`src/logic/check_node_pkg.sv`:
```
// Shared widths and message types for the min-sum check node.
// Messages are sign-magnitude, and a set sign bit means negative.
// The degree is fixed at six edges, taken as three pairs of two.

package check_node_pkg;

    //////////////////////////////
    // widths and sizes
    //////////////////////////////

    // magnitude bits of one message
    localparam int MAG_W = 5;

    // edges on one check node
    localparam int CN_DEGREE = 6;

    // wide enough to name any edge
    localparam int IDX_W = 3;

    // first stage sorts edges two at a time
    localparam int NUM_PAIRS = CN_DEGREE / 2;

    // subtracted from every outgoing magnitude
    localparam logic [MAG_W-1:0] NORM_OFFSET_DEFAULT = 5'd1;

    //////////////////////////////
    // message types
    //////////////////////////////

    typedef struct packed {
        logic             sign;
        logic [MAG_W-1:0] mag;
    } llr_t;

    // edge 0 sits in the lowest bits
    typedef llr_t [CN_DEGREE-1:0] llr_vec_t;

    // partial result of a minimum search
    typedef struct packed {
        logic [MAG_W-1:0] min1;
        logic [MAG_W-1:0] min2;
        logic [IDX_W-1:0] idx;
    } min_pair_t;

    // left covers edges 0 to 3, right covers edges 4 and 5
    typedef struct packed {
        min_pair_t            left;
        min_pair_t            right;
        logic [CN_DEGREE-1:0] sign_vec;
        logic                 sign_par_left;
        logic                 sign_par_right;
        logic                 hard_par_left;
        logic                 hard_par_right;
    } tree_out_t;

endpackage

```
`src/logic/check_node_unit.sv`:
```
// Min-sum check node with six edges and three pipeline stages.
// Outputs update two cycles after the edge that samples en_in high.
// No back-pressure, so every enabled cycle yields one out_valid pulse.

`timescale 1ns/1ps

module check_node_unit #(
    parameter logic [check_node_pkg::MAG_W-1:0] norm_offset =
        check_node_pkg::NORM_OFFSET_DEFAULT
) (
    input  logic                                 clk,
    input  logic                                 reset_n,
    input  logic                                 en_in,
    input  check_node_pkg::llr_vec_t             din,
    input  logic [check_node_pkg::CN_DEGREE-1:0] hard_bits,
    output check_node_pkg::llr_vec_t             dout,
    output logic                                 check_parity,
    output logic                                 out_valid
);
    import check_node_pkg::*;

    tree_out_t tree_out;
    logic      tree_valid;

    //////////////////////////////
    // sort and merge stages
    //////////////////////////////

    cn_min_tree u_min_tree (
        .clk        (clk),
        .reset_n    (reset_n),
        .en_in      (en_in),
        .din        (din),
        .hard_bits  (hard_bits),
        .tree_out   (tree_out),
        .tree_valid (tree_valid)
    );

    //////////////////////////////
    // outgoing messages
    //////////////////////////////

    cn_edge_update #(
        .norm_offset (norm_offset)
    ) u_edge_update (
        .clk          (clk),
        .reset_n      (reset_n),
        .tree_out     (tree_out),
        .tree_valid   (tree_valid),
        .dout         (dout),
        .check_parity (check_parity),
        .out_valid    (out_valid)
    );

endmodule

```
`src/logic/cn_edge_update.sv`:
```
// Last pipeline stage. It turns the tree result into the outgoing messages.
// The offset saturates at zero and is applied to every edge.
// dout and check_parity hold their values between valid sets.

`timescale 1ns/1ps

module cn_edge_update #(
    parameter logic [check_node_pkg::MAG_W-1:0] norm_offset =
        check_node_pkg::NORM_OFFSET_DEFAULT
) (
    input  logic                      clk,
    input  logic                      reset_n,
    input  check_node_pkg::tree_out_t tree_out,
    input  logic                      tree_valid,
    output check_node_pkg::llr_vec_t  dout,
    output logic                      check_parity,
    output logic                      out_valid
);
    import check_node_pkg::*;

    min_pair_t                        final_min;
    logic [CN_DEGREE-1:0][MAG_W-1:0]  mag_sel;
    logic                             total_sign;
    llr_vec_t                         dout_d;

    //////////////////////////////
    // final minimum
    //////////////////////////////

    cn_min_merge u_merge_final (
        .left   (tree_out.left),
        .right  (tree_out.right),
        .merged (final_min)
    );

    // product of all six signs
    assign total_sign = tree_out.sign_par_left ^ tree_out.sign_par_right;

    //////////////////////////////
    // per-edge message
    //////////////////////////////

    always_comb begin
        for (int e = 0; e < CN_DEGREE; e++) begin
            // the min1 edge sees the rest, so it takes min2
            if (final_min.idx == IDX_W'(e)) begin
                mag_sel[e] = final_min.min2;
            end else begin
                mag_sel[e] = final_min.min1;
            end

            if (mag_sel[e] > norm_offset) begin
                dout_d[e].mag = mag_sel[e] - norm_offset;
            end else begin
                dout_d[e].mag = '0;
            end

            // drop the edge's own sign from the product
            dout_d[e].sign = total_sign ^ tree_out.sign_vec[e];
        end
    end

    //////////////////////////////
    // output registers
    //////////////////////////////

    always_ff @(posedge clk or negedge reset_n) begin
        if (!reset_n) begin
            dout         <= '0;
            check_parity <= 1'b0;
        end else if (tree_valid) begin
            dout         <= dout_d;
            check_parity <= tree_out.hard_par_left ^ tree_out.hard_par_right;
        end
    end

    // one pulse per set, last tap of the enable chain
    always_ff @(posedge clk or negedge reset_n) begin
        if (!reset_n) begin
            out_valid <= 1'b0;
        end else begin
            out_valid <= tree_valid;
        end
    end

endmodule

```
`src/logic/cn_min_merge.sv`:
```
// Purely combinational merge of two partial minimum results.
// The left operand wins a tie, so its index is kept on equal minima.
// Each input must already hold min1 <= min2.

`timescale 1ns/1ps

module cn_min_merge (
    input  check_node_pkg::min_pair_t left,
    input  check_node_pkg::min_pair_t right,
    output check_node_pkg::min_pair_t merged
);
    import check_node_pkg::*;

    min_pair_t winner;
    min_pair_t loser;
    logic      right_wins;

    //////////////////////////////
    // pick the smaller min1
    //////////////////////////////

    // strict compare keeps ties on the left
    assign right_wins = (right.min1 < left.min1);

    always_comb begin
        if (right_wins) begin
            winner = right;
            loser  = left;
        end else begin
            winner = left;
            loser  = right;
        end
    end

    //////////////////////////////
    // second minimum
    //////////////////////////////

    // loser min1 competes with winner min2 for second place
    always_comb begin
        merged.min1 = winner.min1;
        merged.idx  = winner.idx;
        if (loser.min1 < winner.min2) begin
            merged.min2 = loser.min1;
        end else begin
            merged.min2 = winner.min2;
        end
    end

endmodule

```
`src/logic/cn_min_tree.sv`:
```
// First two pipeline stages of the check node.
// A new set may enter on every cycle where en_in is high, with no stall.
// Stage 1 loads only while en_in is high and stage 2 only on the delayed
// enable, so between sets both stages hold their contents.

`timescale 1ns/1ps

module cn_min_tree (
    input  logic                                 clk,
    input  logic                                 reset_n,
    input  logic                                 en_in,
    input  check_node_pkg::llr_vec_t             din,
    input  logic [check_node_pkg::CN_DEGREE-1:0] hard_bits,
    output check_node_pkg::tree_out_t            tree_out,
    output logic                                 tree_valid
);
    import check_node_pkg::*;

    min_pair_t [NUM_PAIRS-1:0] pair_d;
    min_pair_t [NUM_PAIRS-1:0] pair_q;
    logic [NUM_PAIRS-1:0]      sign_par_d;
    logic [NUM_PAIRS-1:0]      hard_par_d;
    logic [NUM_PAIRS-1:0]      sign_par_q;
    logic [NUM_PAIRS-1:0]      hard_par_q;
    logic [CN_DEGREE-1:0]      sign_d;
    logic [CN_DEGREE-1:0]      sign_q;
    logic                      en_d1;
    min_pair_t                 left_merged;

    //////////////////////////////
    // stage 1 pair sort
    //////////////////////////////

    // lower edge of the pair goes first on equal magnitudes
    always_comb begin
        for (int p = 0; p < NUM_PAIRS; p++) begin
            if (din[2*p+1].mag < din[2*p].mag) begin
                pair_d[p].min1 = din[2*p+1].mag;
                pair_d[p].min2 = din[2*p].mag;
                pair_d[p].idx  = IDX_W'(2*p+1);
            end else begin
                pair_d[p].min1 = din[2*p].mag;
                pair_d[p].min2 = din[2*p+1].mag;
                pair_d[p].idx  = IDX_W'(2*p);
            end
            sign_par_d[p] = din[2*p].sign ^ din[2*p+1].sign;
            hard_par_d[p] = hard_bits[2*p] ^ hard_bits[2*p+1];
        end
    end

    // own signs are needed again at the output
    always_comb begin
        for (int e = 0; e < CN_DEGREE; e++) begin
            sign_d[e] = din[e].sign;
        end
    end

    always_ff @(posedge clk or negedge reset_n) begin
        if (!reset_n) begin
            pair_q     <= '0;
            sign_par_q <= '0;
            hard_par_q <= '0;
            sign_q     <= '0;
        end else if (en_in) begin
            pair_q     <= pair_d;
            sign_par_q <= sign_par_d;
            hard_par_q <= hard_par_d;
            sign_q     <= sign_d;
        end
    end

    //////////////////////////////
    // stage 2 merge
    //////////////////////////////

    // edges 0 to 3 fold into one result
    cn_min_merge u_merge_left (
        .left   (pair_q[0]),
        .right  (pair_q[1]),
        .merged (left_merged)
    );

    // pair 2 rides along unchanged as the right half
    always_ff @(posedge clk or negedge reset_n) begin
        if (!reset_n) begin
            tree_out <= '0;
        end else if (en_d1) begin
            tree_out.left           <= left_merged;
            tree_out.right          <= pair_q[2];
            tree_out.sign_vec       <= sign_q;
            tree_out.sign_par_left  <= sign_par_q[0] ^ sign_par_q[1];
            tree_out.sign_par_right <= sign_par_q[2];
            tree_out.hard_par_left  <= hard_par_q[0] ^ hard_par_q[1];
            tree_out.hard_par_right <= hard_par_q[2];
        end
    end

    //////////////////////////////
    // enable delay chain
    //////////////////////////////

    always_ff @(posedge clk or negedge reset_n) begin
        if (!reset_n) begin
            en_d1      <= 1'b0;
            tree_valid <= 1'b0;
        end else begin
            en_d1      <= en_in;
            tree_valid <= en_d1;
        end
    end

endmodule

```
`config.mk`:
```
export PLATFORM = sky130hd
export DESIGN_NAME = check_node_unit
export DESIGN_NICKNAME = d
export VERILOG_FILES = /design/src/logic/check_node_pkg.sv /design/src/logic/check_node_unit.sv /design/src/logic/cn_edge_update.sv /design/src/logic/cn_min_merge.sv /design/src/logic/cn_min_tree.sv
export SDC_FILE = /design/constraint.sdc
export NUM_CORES = 1
export LEC_CHECK = 0
export BUFFER_PORTS_ARGS = -buffer_cell sky130_fd_sc_hd__buf_2
export CAP_MARGIN = 20
export CORE_MARGIN = 4
export CORE_UTILIZATION = 60
export DETAILED_ROUTE_END_ITERATION = 7
export PLACE_DENSITY = 0.87
export SYNTH_ARGS = -nofsm -noshare
export SYNTH_HDL_FRONTEND = slang
export SYNTH_SLANG_ARGS = --single-unit
```
`constraint.sdc`:
```
create_clock -name clk -period 5.8 [get_ports clk]
set_clock_uncertainty 0.15 [all_clocks]
set_input_delay 0.29 -clock clk [delete_from_list [all_inputs] [get_ports clk]]
set_output_delay 0.29 -clock clk [all_outputs]
set_load 0.01 [all_outputs]
```
==> flow_metrics.env <==
export IMPL_outcome="completed"
export IMPL_timing_critical_path_fanout_max=21
export IMPL_path_class="reg -> reg"
export IMPL_core_region_sq_mm=0.0122
export IMPL_dr_pass1_iters=6
export IMPL_drive_gt1_share_pct=21.6
export IMPL_async_set_or_reset_flop_fraction_in_the_synthesized_netlist_pct=100
export IMPL_sequential_share_of_the_synthesized_area_pct=39.5
export IMPL_num_rows=40
export IMPL_pwr_density_cell_mw_per_mm2=543
export IMPL_grt_remaining_overflow=0
export IMPL_die_h_um=121
export IMPL_critPathSlowestCell="sky130_fd_sc_hd__a2111oi_0"
export IMPL_grt_pass1_wl_mm=33.9
export IMPL_synthesis_yosys_warnings=0
export IMPL_dieWidth_um=121
export IMPL_final_setup_viol_count=0
export IMPL_antenna_found_initial=0
export IMPL_cts_reportedPaths_clkPinSlew_ns=0.06
export IMPL_detailed_place_area_sq_mm=0.00815
export IMPL_drt_wirelength_per_cell_um=19.7
export IMPL_drt_drc_violations_left=0
export IMPL_tritoncts_num_buffers=17
export IMPL_slew_violations=0
export IMPL_arrival_ns=5.44
export IMPL_fill_cells=886
export IMPL_timing_critical_path_mode_cell="sky130_fd_sc_hd__ha_1"
export IMPL_final_net_count=968
export IMPL_synth_edf_count=0
export IMPL_final_period_util_pct=92.0
export IMPL_detail_route_vias_per_cell=6.27
export IMPL_drt_first_iter_violations=590
export IMPL_synth_area_leaders="sky130_fd_sc_hd__dfrtp_1, sky130_fd_sc_hd__mux2i_1, sky130_fd_sc_hd__mux2_2"
export IMPL_clock_path_buffers=2
export IMPL_max_cap_violations=0
export IMPL_cp_start_kind="register"
export IMPL_number_of_register_bits_inferred_by_synthesis=120
export IMPL_fin_area_sq_mm=0.00892
export IMPL_grt_setup_unrepaired="false"
export IMPL_insertedDiodeCount=0
export IMPL_clkSinkCount=120
export IMPL_critPathBufInv=3
export IMPL_worst_path_cell_chain="inv_1 > ha_1 > nand2_1 > o21a_4 > o21ai_4 > buf_4 > o21ai_0 > ha_1 > nand3_1 > o211ai_1 > or2_1 > o21ai_2 > a41o_1 > nor2_1 > ha_1 > inv_1 > a2111oi_0 > a211oi_1"
export IMPL_grt_total_usage_pct=29.6
export IMPL_route_antenna_remaining_nets=0
export IMPL_fin_tns_setup_ns=0
export IMPL_first_global_vias=6532
export IMPL_hold_start="din[29]"
export IMPL_p_total_mw=4.84
export IMPL_tritoncts="yes"
export IMPL_dp_final_hpwl_mm=14.3
export IMPL_synth_area_leader_cell="sky130_fd_sc_hd__dfrtp_1"
export IMPL_vias=6714
export IMPL_post_synthesis_cell_count=806
export IMPL_synth_cell_type_count=71
export IMPL_initial_utilization_pct=62.2
export IMPL_p_leak_nw=4.07
export IMPL_hold_path_class="in -> reg"
export IMPL_port_buffers=82
export IMPL_final_period_demand_of_the_worst_path_ns=5.33
export IMPL_critical_path_endpoint_type="register"
export IMPL_worst_slew_slack_as_a_fraction_of_its_limit_pct=41.4
export IMPL_finish_utilization_pct=73.0
export IMPL_timing_critical_path_max_delay_family="compound AO/OA/AOI/OAI gates"
export IMPL_critPathRequiredTime_ns=5.91
export IMPL_routabilityCongestion=1.01
export IMPL_num_io_pins=83
export IMPL_clock_root_buffer="sky130_fd_sc_hd__clkbuf_16"
export IMPL_synth_flop_cell="sky130_fd_sc_hd__dfrtp_1"
export IMPL_netlist_area_before_placement_sq_mm=0.00760
export IMPL_reg_to_reg_start="u_min_tree.tree_out[32]"
export IMPL_htree_num_levels=4
export IMPL_worst_setup_path_startpoint="u_min_tree.tree_out[32]"
export IMPL_post_synth_most_frequent_cells="sky130_fd_sc_hd__dfrtp_1, sky130_fd_sc_hd__nor2_1, sky130_fd_sc_hd__a21oi_1"
export IMPL_worstMarginPinSlew_ns=0.875
export IMPL_hold_ws_ns=0.0290
export IMPL_grt_max_degree=69
export IMPL_yosys_area_top_type_share_pct=39.5
export IMPL_postSynthNetCount=884
export IMPL_max_stage_delay_ns=0.59
export IMPL_area_growth_synth_to_final_pct=17.4
export IMPL_max_vdd_ir_drop_v=0.000312
export IMPL_max_clock_freq_ghz=0.187
export IMPL_timing_final_hold_violations=0
export IMPL_synth_avg_cell_area_sq_um=9.43
export IMPL_clk_latency_ns=0.42
export IMPL_synth_most_common_cell="sky130_fd_sc_hd__dfrtp_1"
export IMPL_die_area_sq_mm=0.0145
export IMPL_finalWirelength_mm=21.1
[cell families (layout without fill, tap and decap cells)]
group	after synthesis	in the layout	share of synthesized area, %
xor+xnor	16	16	1.84
buf+inv	86	183	4.61
compound gates	232	232	21.3
flops	120	120	39.5
mux	95	95	13.2
fa+ha+maj	33	33	5.43
simple gates	224	224	14.1
[layout by cell type (no fill, tap or decap), types with 8 or more instances in the layout]
| cell type | synthesis | final |
|---|---|---|
| sky130_fd_sc_hd__o21ai_0 | 20 | 20 |
| sky130_fd_sc_hd__mux2i_1 | 54 | 54 |
| sky130_fd_sc_hd__clkbuf_16 | 0 | 17 |
| sky130_fd_sc_hd__nor2b_1 | 9 | 9 |
| sky130_fd_sc_hd__nand2_1 | 42 | 42 |
| sky130_fd_sc_hd__dfrtp_1 | 120 | 119 |
| sky130_fd_sc_hd__nor3_1 | 8 | 8 |
| sky130_fd_sc_hd__mux2_2 | 40 | 40 |
| sky130_fd_sc_hd__dlygate4sd3_1 | 0 | 12 |
| sky130_fd_sc_hd__o221ai_1 | 9 | 9 |
| sky130_fd_sc_hd__inv_1 | 38 | 38 |
| sky130_fd_sc_hd__ha_1 | 33 | 33 |
| sky130_fd_sc_hd__a31oi_1 | 17 | 17 |
| sky130_fd_sc_hd__nor2_1 | 93 | 93 |
| sky130_fd_sc_hd__nand3_1 | 21 | 21 |
| sky130_fd_sc_hd__nand2b_1 | 17 | 17 |
| sky130_fd_sc_hd__a21o_1 | 8 | 8 |
| sky130_fd_sc_hd__buf_4 | 1 | 20 |
| sky130_fd_sc_hd__xnor2_1 | 16 | 16 |
| sky130_fd_sc_hd__o211ai_1 | 15 | 15 |
| sky130_fd_sc_hd__a211oi_1 | 10 | 10 |
| sky130_fd_sc_hd__a21oi_1 | 78 | 78 |
| sky130_fd_sc_hd__buf_2 | 7 | 81 |
[worst paths after layout]
path | cells past startpoint | slack (ns) | to
max | 18 | 0.47 | u_edge_update.dout[0]
min | 2 | 0.03 | u_min_tree.sign_q[4]
max reg2reg | 18 | 0.47 | u_edge_update.dout[0]
min reg2reg | 2 | 0.32 | u_edge_update.dout[26]
max in group asynchronous | 3 | 3.86 | u_min_tree.tree_valid
min in group asynchronous | 2 | 0.37 | u_min_tree.pair_q[13]
[timing repair]
item                                   in CTS  in global routing
setup endpoints to repair                   0                  3
setup buffers                               0                  0
endpoints found under the hold margin      71                  0
gates resized for setup                     0                  1
hold buffers                               12                  0
[flip-flops by register name, summed over array words and instances (netlist names)]
signal,count
u_min_tree.sign_q,6
u_min_tree.en_d1,1
u_min_tree.pair_q,34
u_min_tree.hard_par_q,3
u_edge_update.dout,36
u_min_tree.tree_out,34
u_min_tree.tree_valid,1
u_edge_update.out_valid,1
u_min_tree.sign_par_q,3
u_edge_update.check_parity,1
[power by group]
group	leakage, nW	switching [mW]	internal, mW
clock	0.304	0.402	0.734
combinational	2.40	1.53	0.937
sequential	1.36	0.168	1.07
total	4.07	2.10	2.74
[area by class of cell]
type | count | area [sq um] | share of cell area, %
clock inverter | 13 | 193 | 2.16
clock buffer | 19 | 443 | 4.97
inverter | 38 | 143 | 1.60
timing repair buffer | 113 | 676 | 7.58
tap | 168 | 210 | 2.36
multi-input combinational | 600 | 4250 | 47.7
sequential | 120 | 3000 | 33.7
[per-layer routing]
metal,wire (um),part of all wire (%),up-vias,GRT usage (%)
li1,-,-,3138,-
met5,0,0,-,0
met2,10100,48,309,48.4
met1,8820,42,3209,38.2
met3,1560,7.4,58,7.25
met4,561,2.7,0,11.0
[worst reg2reg max path, stage by stage, from the launching register on]
cell,delay [ns]
sky130_fd_sc_hd__dfrtp_1,0.56
sky130_fd_sc_hd__inv_1,0.19
sky130_fd_sc_hd__ha_1,0.32
sky130_fd_sc_hd__nand2_1,0.09
sky130_fd_sc_hd__o21a_4,0.24
sky130_fd_sc_hd__o21ai_4,0.39
sky130_fd_sc_hd__buf_4,0.33
sky130_fd_sc_hd__o21ai_0,0.12
sky130_fd_sc_hd__ha_1,0.39
sky130_fd_sc_hd__nand3_1,0.13
sky130_fd_sc_hd__o211ai_1,0.25
sky130_fd_sc_hd__or2_1,0.40
sky130_fd_sc_hd__o21ai_2,0.24
sky130_fd_sc_hd__a41o_1,0.31
sky130_fd_sc_hd__nor2_1,0.15
sky130_fd_sc_hd__ha_1,0.16
sky130_fd_sc_hd__inv_1,0.03
sky130_fd_sc_hd__a2111oi_0,0.59
sky130_fd_sc_hd__a211oi_1,0.12
[metrics by stage]
stage	setup slack, ns	std cells
after floorplan	1.08	806
after global placement	0.638	1026
after detailed placement	0.545	1026
after CTS	0.431	1070
after global routing	0.0567	1071
final	0.466	1071
(Power assumes the default switching activity.)
